### src/common/gb_map_pkg.sv
package gb_map_pkg;

	// bus widths
	localparam int addr_w = 16;
	localparam int data_w = 8;

	// --------------------
	// single byte registers
	localparam logic [addr_w-1:0] joy_addr  = 16'hff00; // P1 joypad
	localparam logic [addr_w-1:0] div_addr  = 16'hff04;
	localparam logic [addr_w-1:0] tima_addr = 16'hff05;
	localparam logic [addr_w-1:0] tma_addr  = 16'hff06;
	localparam logic [addr_w-1:0] tac_addr  = 16'hff07;
	localparam logic [addr_w-1:0] if_addr   = 16'hff0f; // interrupt flags
	localparam logic [addr_w-1:0] svbk_addr = 16'hff70; // wram bank select
	localparam logic [addr_w-1:0] ie_addr   = 16'hffff; // interrupt enable

	// --------------------
	// memory regions
	localparam logic [addr_w-1:0] wram_base = 16'hc000; // 8k window, c000-dfff
	localparam logic [addr_w-1:0] zp_base   = 16'hff80; // 127 bytes up to fffe

	localparam int bank_w       = 3;  // svbk field
	localparam int bank_bytes_w = 12; // 4k per bank
	localparam int zp_w         = 7;

	// what an address hits
	typedef enum logic [2:0] {
		none, joy, timer, irq_if, irq_ie, svbk, wram, zpram
	} io_sel_t;

endpackage

### src/common/gb_bus_pkg.sv
package gb_bus_pkg;

	// axi response codes, slave answers okay only
	typedef enum logic [1:0] {
		okay   = 2'b00,
		exokay = 2'b01,
		slverr = 2'b10,
		decerr = 2'b11
	} axi_resp_t;

	// one transaction at a time
	typedef enum logic [1:0] {
		idle, write_resp, read_wait, read_resp
	} bus_state_t;

	// --------------------
	// interrupt sources, highest priority first
	typedef enum logic [2:0] {
		vblank, lcdc, timer, serial, joypad
	} irq_src_t;

	localparam int irq_n = 5;
	localparam logic [7:0] irq_vec_base = 8'h40; // vblank, +8 per source
	localparam logic [7:0] irq_idle_vec = 8'h55; // nothing pending

endpackage

### src/design/irq_ctrl.sv
`timescale 1ns/1ps

module irq_ctrl (
	input  logic                          clk_cpu,
	input  logic                          reset,
	input  logic                          if_we,
	input  logic                          ie_we,
	input  logic [gb_map_pkg::data_w-1:0] wdata,
	input  logic [gb_bus_pkg::irq_n-1:0]  events,  // one cycle pulses
	input  logic                          irq_ack,
	output logic [gb_map_pkg::data_w-1:0] if_do,
	output logic [gb_map_pkg::data_w-1:0] ie_do,
	output logic                          irq,
	output logic [7:0]                    irq_vector
);
	import gb_bus_pkg::*;

	logic [irq_n-1:0] if_r;
	logic [irq_n-1:0] ie_r;
	logic [irq_n-1:0] pending;
	logic [irq_n-1:0] ack_mask; // highest pending source only
	logic [irq_n-1:0] if_next;

	assign pending = if_r & ie_r;
	assign irq     = |pending;

	// --------------------
	// priority encoder, lowest index wins
	always_comb begin
		ack_mask   = '0;
		irq_vector = irq_idle_vec;
		for (int i = irq_n - 1; i >= 0; i--) begin
			if (pending[i]) begin
				ack_mask    = '0;
				ack_mask[i] = 1'b1;
				irq_vector  = irq_vec_base + 8'(i * 8);
			end
		end
	end

	always_comb begin
		if_next = if_we ? wdata[irq_n-1:0] : if_r; // cpu write replaces
		if (irq_ack)
			if_next = if_next & ~ack_mask;
		if_next = if_next | events; // new event beats a clear
	end

	always_ff @(posedge clk_cpu) begin
		if (reset) begin
			if_r <= '0;
			ie_r <= '0;
		end else begin
			if_r <= if_next;
			if (ie_we)
				ie_r <= wdata[irq_n-1:0];
		end
	end

	assign if_do = {3'b111, if_r}; // top bits read as 1
	assign ie_do = {3'b000, ie_r};

endmodule

### config.mk
export PLATFORM = sky130hd
export DESIGN_NAME = irq_ctrl
export DESIGN_NICKNAME = d
export VERILOG_FILES = /design/src/common/gb_map_pkg.sv /design/src/common/gb_bus_pkg.sv /design/src/design/irq_ctrl.sv
export SDC_FILE = /design/constraint.sdc
export NUM_CORES = 1
export LEC_CHECK = 0
export BUFFER_PORTS_ARGS = -buffer_cell sky130_fd_sc_hd__buf_4
export CAP_MARGIN = 20
export CORE_UTILIZATION = 35
export DETAILED_ROUTE_END_ITERATION = 8
export PLACE_DENSITY = 0.68
export SLEW_MARGIN = 20
export SYNTH_ARGS = -nofsm -noshare
export SYNTH_HDL_FRONTEND = slang
export SYNTH_SLANG_ARGS = --single-unit
### constraint.sdc
create_clock -name clk_cpu -period 1.63 [get_ports clk_cpu]
set_input_delay 0.0815 -clock clk_cpu [delete_from_list [all_inputs] [get_ports clk_cpu]]
set_output_delay 0.0815 -clock clk_cpu [all_outputs]
set_load 0.02 [all_outputs]
# After elaboration in Yosys (flattened, before gate mapping)
# Index checks and enable logic that the tools add are counted.
# W data, S select, Z words.
[op_classes]
bitwise_logic = 4
n_mux = 12
reduce_logical = 1
[op_table]
columns = ["operator", "count"]
rows = [
  ["$mux W5", 7],
  ["$mux W8", 4],
  ["$and A5 B5 Y5", 2],
  ["$mux W6", 1],
  ["$not A5 Y5", 1],
  ["$or A5 B5 Y5", 1],
  ["$reduce_or A5 Y1", 1],
]
[word_totals]
input_bits = 18
output_inout_bits = 25
regBits = 10

# Longest topological paths before layout
# Gate-level depths: netlist of the first run.
[depth]
ltp_word = 10
depth_mapped = 4

# Least setup slack after synthesis of the first run
# No wires, ideal clock.
[synth_timing]
path_kind = "register to output"
startpoint = "register ie_r[1]"
endpoint = "output port irq_vector[2]"
t_arrival_ns = 1.230
path_stages_with_launch = 5
slack_ns = 0.318
cell_sequence = "dfxtp_1 nand2_1 and2_1 and3_1 buf_4"
[synth_via]
elab_chain_cells = 3
[synth_rtl]
columns = ["item", "line_no", "source"]
rows = [
  ["from (decl)", "irq_ctrl.sv:19", "logic [irq_n-1:0] ie_r;"],
  ["from (signal assigned)", "irq_ctrl.sv:55", "ie_r <= wdata[irq_n-1:0];"],
  ["$and A5 B5 Y5", "irq_ctrl.sv:24", "assign pending = if_r & ie_r;"],
  ["$mux W8 (2 in series)", "irq_ctrl.sv:33", "if (pending[i]) begin"],
  ["to (decl)", "irq_ctrl.sv:14", "output logic [7:0] irq_vector"],
]
# No other way between the ends.

# Worst setup path after layout of the first run
# Same ends and word-level chain as after synthesis.

==> results of run 1 <==
worst register-to-register path, cell delays in order (launching register included):
cell	delay (ns)
dfxtp_1	0.36
a21boi_2	0.24
nand2_1	0.08
o31a_1	0.23
registers in the layout, indices dropped and copies added (netlist names):
signal / cells
if_r: 5
ie_r: 5
placed cells by master, fill, tap and decap left out, types with 2 or more instances in the layout:
cell      instances
clkbuf_4          3
and2_1            2
nor2_1            8
a21oi_1           2
mux2i_1           6
buf_4            30
dfxtp_1          10
nand2_1           5
nand3_1           3
a211oi_1          4
conb_1            9
nor2b_1           4
cells by family (layout without fill, tap and decap cells):
family | count (synthesis) | after routing | synth area share (%)
other cells | 2 | 9 | 1.225
simple gates | 24 | 24 | 19.39
buf+inv | 14 | 35 | 16.12
compound gates | 13 | 13 | 18.37
flops | 10 | 10 | 32.65
mux | 7 | 7 | 12.24
worst min path at each step:
stage	slack, ns	from	end
2_1_floorplan	0.19	events[0]	if_r[0]$_SDFF_PP0_
3_3_place_gp	0.29	events[0]	if_r[0]$_SDFF_PP0_
3_5_place_dp	0.30	events[0]	if_r[0]$_SDFF_PP0_
4_1_cts	0.02	events[0]	if_r[0]$_SDFF_PP0_
5_1_grt	0.05	events[0]	if_r[0]$_SDFF_PP0_
6_report	0.03	events[0]	if_r[0]$_SDFF_PP0_
power groups by stage:
stage | registers (W) | logic, W | clock network [W]
floorplan | 0.000304 | 0.000120 | 0
global placement | 0.000286 | 0.000199 | 0
detailed placement | 0.000286 | 0.000202 | 0
CTS | 0.000281 | 0.000202 | 0.000231
global route | 0.000283 | 0.000215 | 0.000242
finish | 0.000281 | 0.000200 | 0.000222
metal layers:
metal / wire length [um] / vias up / track usage, %
met5: 0 / - / 0
met4: 5 / 0 / 5.455
met3: 116 / 2 / 3.333
met2: 642 / 31 / 22.39
met1: 545 / 248 / 17.77
li1: - / 280 / -
per-stage QoR:
step	setup WS (ns)	util, %	power (W)	instance area [um2]
after floorplan	0.3184	-	0.0004240	639.4
after global placement	0.5046	50.08	0.0004851	789.5
after detailed placement	0.4916	50.08	0.0004876	789.5
after CTS	0.1960	52.38	0.0007133	825.8
after global routing	0.1388	52.38	0.0007401	825.8
final	0.1993	52.38	0.0007034	825.8
layout make-up:
cell class	instances	area (um2)	area share, %
clock buffer	4	36.28	4.394
inverter	1	3.754	0.4545
multi-input combinational	53	340.3	41.21
sequential	10	200.2	24.24
tap	16	20.02	2.424
timing repair buffer	30	225.2	27.27
==> impl_metrics.tcl, run 1 <==
set metrics [dict create \
    crit_buf_inv 1 \
    synth_area_leaders "dfxtp_1, buf_4, mux2i_1" \
    nets 117 \
    overflow 0 \
    syn_inst 70 \
    worstPathRequired_ns 1.55 \
    synthArstFlopShare_pct 0 \
    cp-startpoint "ie_r[1]$_SDFFE_PP0P_" \
    io_buffers 30 \
    fin_cells 114 \
    firstDrtPassIters 6 \
    cellLeakagePower_nw 0.4011 \
    diodes 0 \
    postCtsHoldBufs 0 \
    end_kind "primary output" \
    placed_cells 110 \
    internal_power_w 0.0004882 \
    htree_levels 1 \
    cts_buffers 3 \
    post-cts-setup-buffers 0 \
    place.detailed.hpwl_um 1037 \
    ctsResizeCount 0 \
    syn_area_um2 613.1 \
    avgSynthCellArea_um2 8.758 \
    fin_crit_ns 1.431 \
    outcome "completed" \
    p_sw_share_pct 30.59 \
    seq_area_frac_synth_pct 32.65 \
    peakVddDrop_uv 411.4 \
    hp-class "in2reg" \
    combPwrFrac_pct 28.5 \
    fillers 150 \
    clock_latency_ns 0.26 \
    setup_viol_count_final 0 \
    powerDensity_mw_per_mm2 851.8 \
    core_mm2 0.001577 \
    crit_cells 4 \
    drt-total-wl_um 1309 \
    min_period_over_period_pct 87.78 \
    worstSetupPathType "reg2out" \
    hold_violations 0 \
    p_switching_w 0.0002151 \
    start_util_pct 38.89 \
    critical-path-max-stage-delay_ns 0.38 \
    cts_root_buf "clkbuf_4" \
    r2r_start "if_r[0]$_SDFF_PP0_" \
    synthFlopType "dfxtp_1" \
    rows 14 \
    die_height_um 43.86 \
    reg2reg_slack_ns 0.62 \
    yosys.area.top_type "dfxtp_1" \
    grt_pass1_wl_um 1973 \
    clockPowerShare_pct 31.5 \
    synthTopCellsByCount "buf_4, dfxtp_1, nor2_1" \
    holdPathStages 3 \
    fp.dieW_um 43.86 \
    fin_hold_ws_ns 0.02562 \
    path_cells "nand2_1, and2_1, and3_1, buf_4" \
    place_congestion 0.7231 \
    syn_to_final_growth_pct 34.69 \
    reg2reg_depth 3 \
    initialDrtViolationCount 10 \
    power_frac_seq_pct 40.0 \
    fin_worst_skew_ns 0.0009370 \
    grt_max_degree 11 \
    grt_pass1_vias 464 \
    synth_seq_cells 10 \
    drtAntennaViolNets 0 \
    pin_count 43 \
    cp.arrival_ns 1.35 \
    path_delay_family "simple AND/OR/NAND/NOR gates" \
    yosys_warnings 0 \
    synth_edf_count 0 \
    cts_tree "done" \
    drive_above_1_share_pct 40.82 \
    avgRoutedWirePerCell_um 11.48 \
    antenna_found_initial 0 \
    gr-usage-all-layers_pct 13.86 \
    rsz0062_at_grt "no" \
    drv_slew 0 \
    drv_cap 0 \
    cp-start-kind "flop" \
    cp-endpoint "irq_vector[2]" \
    r2r_end "if_r[3]$_SDFF_PP0_" \
    die_area_mm2 0.001923 \
    worstPathMaxFanout 5 \
    clockBufferDepth 2 \
    clk_pin_slew_worst_paths_ns 0.07 \
    cts_num_sinks 10 \
    synth_cell_types 25 \
    drcViolationCount 0 \
    tns_ns 0 \
    fmax_mhz 698.9 \
    vias 561 \
    vias_per_cell 4.921 \
    cpMaxStageDelayCell "dfxtp_1" \
    synth_top_area_share_pct 32.65 \
]
(Power assumes the default switching activity.)
==> run 2, diff against run 1 <==
--- a/config.mk
+++ b/config.mk
@@ -6,11 +6,13 @@
 export NUM_CORES = 1
 export LEC_CHECK = 0
 export BUFFER_PORTS_ARGS = -buffer_cell sky130_fd_sc_hd__buf_4
-export CAP_MARGIN = 20
+export CAP_MARGIN = 10
 export CORE_UTILIZATION = 35
 export DETAILED_ROUTE_END_ITERATION = 8
+export HOLD_SLACK_MARGIN = 0.05
 export PLACE_DENSITY = 0.68
 export SLEW_MARGIN = 20
 export SYNTH_ARGS = -nofsm -noshare
 export SYNTH_HDL_FRONTEND = slang
 export SYNTH_SLANG_ARGS = --single-unit
+export TNS_END_PERCENT = 5
==> run 2 against run 1 <==
Against the previous run: combinational power up 2%; clock-buffer cell count unchanged; worst hold slack better by 0.041 ns; first-iteration DRC count up 10%; routed wire length up 1.9%; sequential power about the same; sequential share of layout area down 0.57 points; critical endpoint unchanged; non-clock buffer count up 2; core utilization up 1.3 points; setup slack worse by 0.0019 ns; fmax down 0.13%; register-to-register slack about the same; largest power group unchanged.
==> impl_metrics.tcl, run 2 (synthesis results as in run 1) <==
set metrics [dict create \
    outcome "completed" \
    avgRoutedWirePerCell_um 11.50 \
    worstSetupPathType "reg2out" \
    initialDrtViolationCount 11 \
    placed_cells 110 \
    holdPathStages 2 \
    overflow 0 \
    largest_registers "ie_r (5), if_r (5)" \
    io_buffers 30 \
    grt_pass1_vias 479 \
    gr-usage-all-layers_pct 14.29 \
    fin_cells 116 \
    fp.dieW_um 43.86 \
    fin_worst_skew_ns 0.001030 \
    end_kind "primary output" \
    post-cts-setup-buffers 0 \
    grt_pass1_wl_um 2028 \
    use_met2_pct 23.88 \
    r2r_start "if_r[0]$_SDFF_PP0_" \
    cts_num_sinks 10 \
    place.detailed.hpwl_um 1037 \
    firstDrtPassIters 6 \
    gr-usage-met1_pct 17.77 \
    drt-total-wl_um 1334 \
    use_met3_pct 3.333 \
    vias_per_cell 4.905 \
    syn_to_final_growth_pct 37.96 \
    fmax_mhz 698.0 \
    cts_buffers 3 \
    reg2reg_depth 3 \
    fin_crit_ns 1.433 \
    busiest_layer "met2" \
    start_util_pct 38.89 \
    postLayoutCoreUtil_pct 53.65 \
    cp.arrival_ns 1.35 \
    core_mm2 0.001577 \
    drv_slew 0 \
    clock_latency_ns 0.26 \
    die_area_mm2 0.001923 \
    grt_max_degree 11 \
    worstHoldStart "reset" \
    diodes 0 \
    reg2reg_slack_ns 0.62 \
    drtAntennaViolNets 0 \
    clk_pin_slew_worst_paths_ns 0.07 \
    vias 569 \
    nets 119 \
    antenna_found_initial 0 \
    clockBufferDepth 2 \
    powerDensity_mw_per_mm2 836.0 \
    cts_tree "done" \
    rows 14 \
    mostFrequentLayoutCells "buf_4, dfxtp_1, conb_1" \
    worstPathMaxFanout 5 \
    cp-start-kind "flop" \
    drv_cap 0 \
    cts_root_buf "clkbuf_4" \
    setup_viol_count_final 0 \
    drcViolationCount 0 \
    drive_above_1_share_pct 40.00 \
    place_congestion 0.7231 \
    final_common_cell "buf_4" \
    hold_violations 0 \
    die_height_um 43.86 \
    min_to "if_r[4]$_SDFF_PP0_" \
    tns_ns 0 \
    r2r_end "if_r[3]$_SDFF_PP0_" \
    cellLeakagePower_nw 0.4095 \
    worstPathRequired_ns 1.55 \
    hp-class "in2reg" \
    pin_count 43 \
    htree_levels 1 \
    rsz0062_at_grt "no" \
    min_period_over_period_pct 87.89 \
    peakVddDrop_uv 411.4 \
]
## run 2: cell count changes in the layout (fill, tap and decap cells not counted), sizes merged
cell / change
dlygate4sd3: +2
## run 2: worst max path at each step
stage,start,to,cells after the start,slack [ns]
after detailed placement,ie_r[1]$_SDFFE_PP0P_,irq_vector[2],4,0.49
final,ie_r[1]$_SDFFE_PP0P_,irq_vector[2],4,0.20
after global routing,ie_r[1]$_SDFFE_PP0P_,irq_vector[2],4,0.14
after global placement,ie_r[1]$_SDFFE_PP0P_,irq_vector[0],4,0.50
after CTS,ie_r[1]$_SDFFE_PP0P_,irq_vector[2],4,0.20
after floorplan,ie_r[1]$_SDFFE_PP0P_,irq_vector[2],4,0.32
## run 2: worst max-delay path: stages, from the launching register on
cell and delay [ns]:
dfxtp_1 0.38, nand2_1 0.13, and2_1 0.21, and3_1 0.20, buf_4 0.16
## run 2: area by class of cell
| class | count | area, um2 |
|---|---|---|
| clock buffer | 4 | 36.28 |
| fill | 151 | 730.7 |
| sequential | 10 | 200.2 |
| multi-input combinational | 53 | 340.3 |
| timing repair buffer | 32 | 245.2 |
| tap | 16 | 20.02 |
| inverter | 1 | 3.754 |
## run 2: metrics by stage
stage / setup slack (ns) / power (W) / hold WS, ns / area (um2)
floorplan: 0.3184 / 0.0004240 / 0.1924 / 639.4
global placement: 0.5046 / 0.0004851 / 0.2911 / 789.5
detailed placement: 0.4916 / 0.0004876 / 0.2961 / 789.5
CTS: 0.1960 / 0.0007170 / 0.05858 / 845.8
global route: 0.1388 / 0.0007444 / 0.06706 / 845.8
finish: 0.1974 / 0.0007071 / 0.06625 / 845.8
## run 2: layer usage
metal,up-vias,wire length (um)
met2,33,658
met1,250,545
li1,284,-
met4,0,5
met3,2,123
met5,-,0
## run 2: repair_timing
action | CTS | global route
hold buffers | 2 | 0
resized for setup | 0 | 0
endpoints found under the hold margin | 2 | 0
## run 2: report_power, final
part | internal [W] | total, W | switching, W | leakage, nW
logic | 0.0000944 | 0.000204 | 0.000110 | 0.305
registers | 0.000261 | 0.000281 | 0.0000196 | 0.0833
clock network | 0.000135 | 0.000222 | 0.0000862 | 0.0210
==> run 3, diff against run 2 <==
--- a/config.mk
+++ b/config.mk
@@ -10,7 +10,7 @@
 export CORE_UTILIZATION = 35
 export DETAILED_ROUTE_END_ITERATION = 8
 export HOLD_SLACK_MARGIN = 0.05
-export PLACE_DENSITY = 0.68
+export PLACE_DENSITY = 0.71
 export SLEW_MARGIN = 20
 export SYNTH_ARGS = -nofsm -noshare
 export SYNTH_HDL_FRONTEND = slang
==> constraint.sdc (replaced) <==
create_clock -name clk_cpu -period 1.16 [get_ports clk_cpu]
set_input_delay 0.058 -clock clk_cpu [delete_from_list [all_inputs] [get_ports clk_cpu]]
set_output_delay 0.058 -clock clk_cpu [all_outputs]
set_load 0.02 [all_outputs]
==> run 3 against run 2 <==
Against the previous run: the run now ends with DRC, setup timing left; combinational power rose by 57%; highest routed layer is now met3; non-clock buffer count rose by 8; sequential share of layout area fell by 1.0 points; sequential cell count did not move; setup slack got worse by 0.34 ns.
==> impl_metrics.tcl, run 3 (synthesis results as in run 1) <==
set metrics [dict create \
    outcome "finished, violations left" \
    violations "DRC, setup timing" \
    cts_tree "done" \
    fmax_mhz 765.2 \
    min_period_over_period_pct 112.7 \
    cp-start-kind "flop" \
    die_height_um 43.86 \
    io_buffers 30 \
    vias 577 \
    clk_pin_slew_worst_paths_ns 0.07 \
    postLayoutCoreUtil_pct 60.95 \
    grt_max_degree 11 \
    htree_levels 1 \
    cts_num_sinks 10 \
    initialDrtViolationCount 11 \
    critical-path-max-stage-delay_ns 0.32 \
    drt-total-wl_um 1330 \
    internal_power_w 0.0007176 \
    cp.arrival_ns 1.25 \
    syn_to_final_growth_pct 56.73 \
    cpMaxStageDelayCell "dfxtp_2" \
    antenna_found_initial 0 \
    mostFrequentLayoutCells "buf_4, conb_1, nor2_1" \
    end_kind "primary output" \
    drv_slew 0 \
    gr-usage-all-layers_pct 15.97 \
    fin_worst_skew_ns 0.001471 \
    fin_crit_ns 1.307 \
    path_cells "a22oi_2, and3_4, and2_4, buf_6" \
    place_area_um2 802.0 \
    diodes 0 \
    avgRoutedWirePerCell_um 10.73 \
    p_switching_w 0.0003042 \
    fillers 128 \
    setup_slack_ns -0.1469 \
    rsz0062_at_grt "yes" \
    placed_cells 111 \
    clock_latency_ns 0.26 \
    holdPathStages 3 \
    worstPathRequired_ns 1.10 \
    clockBufferDepth 2 \
    drtAntennaViolNets 0 \
    clockPowerShare_pct 29.9 \
    grt_pass1_wl_um 2235 \
    hp-class "in2reg" \
    place.detailed.hpwl_um 1018 \
    multi_input_area_um2 354.1 \
    area.sequential_um2 217.7 \
    grt_pass1_vias 520 \
    setup_viol_count_final 5 \
    fp.dieW_um 43.86 \
    firstDrtPassIters 6 \
    reg2reg_depth 4 \
    nets 127 \
    fin_cells 124 \
    die_area_mm2 0.001923 \
    reg2reg_slack_ns 0.11 \
    cts_buffers 3 \
    power_frac_seq_pct 38.8 \
    final_common_cell "buf_4" \
    hold_violations 0 \
    worstPathMaxFanout 3 \
    p_sw_share_pct 29.77 \
    largest_registers "ie_r (5), if_r (5)" \
    drive_above_1_share_pct 51.85 \
    vias_per_cell 4.653 \
    cts_root_buf "clkbuf_4" \
    pin_count 43 \
    cellLeakagePower_nw 0.4586 \
    dp_slack_ns 0.07575 \
    drv_cap 0 \
    final_cell_area_um2 960.9 \
    overflow 0 \
    rows 14 \
    peakVddDrop_uv 662.2 \
    worstSetupPathType "reg2out" \
    start_util_pct 38.89 \
    place_congestion 0.7056 \
    drcViolationCount 2 \
    core_mm2 0.001577 \
    powerDensity_mw_per_mm2 1063 \
    combPwrFrac_pct 31.3 \
]
==> run 3: cell count changes in the layout (fill, tap and decap cells not counted), moves of 3 or more <==
cell and delta:
dfxtp_2 +5, dlygate4sd3_1 +5, dfxtp_4 +3, dfxtp_1 -8, buf_6 +3
==> run 3: metrics by stage <==
| step | hold slack (ns) | power, W | setup TNS, ns |
|---|---|---|---|
| after detailed placement | 0.2710 | 0.0006888 | 0 |
| after CTS | 0.05398 | 0.001021 | -0.6102 |
| after floorplan | 0.1688 | 0.0005984 | -0.03615 |
| after global placement | 0.2666 | 0.0006852 | 0 |
| final | 0.06748 | 0.001022 | -0.4909 |
| after global routing | 0.06858 | 0.001099 | -0.9579 |
==> run 3: critical path: cells and delay by family, from the launching register on <==
| kind | cells | cell delay, ns |
|---|---|---|
| DFF | 1 | 0.32 |
| buffers and inverters | 1 | 0.10 |
| and+or+nand+nor | 2 | 0.35 |
| AOI/OAI and AO/OA | 1 | 0.21 |
==> run 3: final timing paths <==
kind / start / end
worst max register to register: ie_r[2]$_SDFFE_PP0P_ / if_r[4]$_SDFF_PP0_
worst min register to register: ie_r[1]$_SDFFE_PP0P_ / ie_r[1]$_SDFFE_PP0P_
worst min-delay path: wdata[2] / ie_r[2]$_SDFFE_PP0P_
worst max-delay path: ie_r[2]$_SDFFE_PP0P_ / irq_vector[5]
==> run 3: metal layers <==
layer	share of wire [%]	track usage (%)
met3	6.2	6.250
met1	47	20.77
met2	47	25.07
met5	0	0
met4	0	3.636
==> run 3: power groups by stage <==
stage | clock (W) | sequential, W | combinational (W)
floorplan | 0 | 0.000429 | 0.000169
detailed placement | 0 | 0.000404 | 0.000285
CTS | 0.000316 | 0.000395 | 0.000310
finish | 0.000306 | 0.000396 | 0.000320
global route | 0.000355 | 0.000400 | 0.000344
global placement | 0 | 0.000403 | 0.000282
==> run 3: timing repair <==
action                                  4_1_cts  5_1_grt
buffers inserted                              2        0
hold endpoints to repair                      7        1
resized for setup                             7        8
endpoints found under the setup margin        6        6
hold buffers                                  6        1
cloned                                        0        0
pin swaps                                     3        2
==> run 3: cell type report <==
type | count | share of cell area (%)
Multi-Input combinational cell | 53 | 36.85
Tap cell | 16 | 2.083
Timing Repair Buffer | 40 | 34.24
Inverter | 1 | 0.3906
Clock buffer | 4 | 3.776
Sequential cell | 10 | 22.66
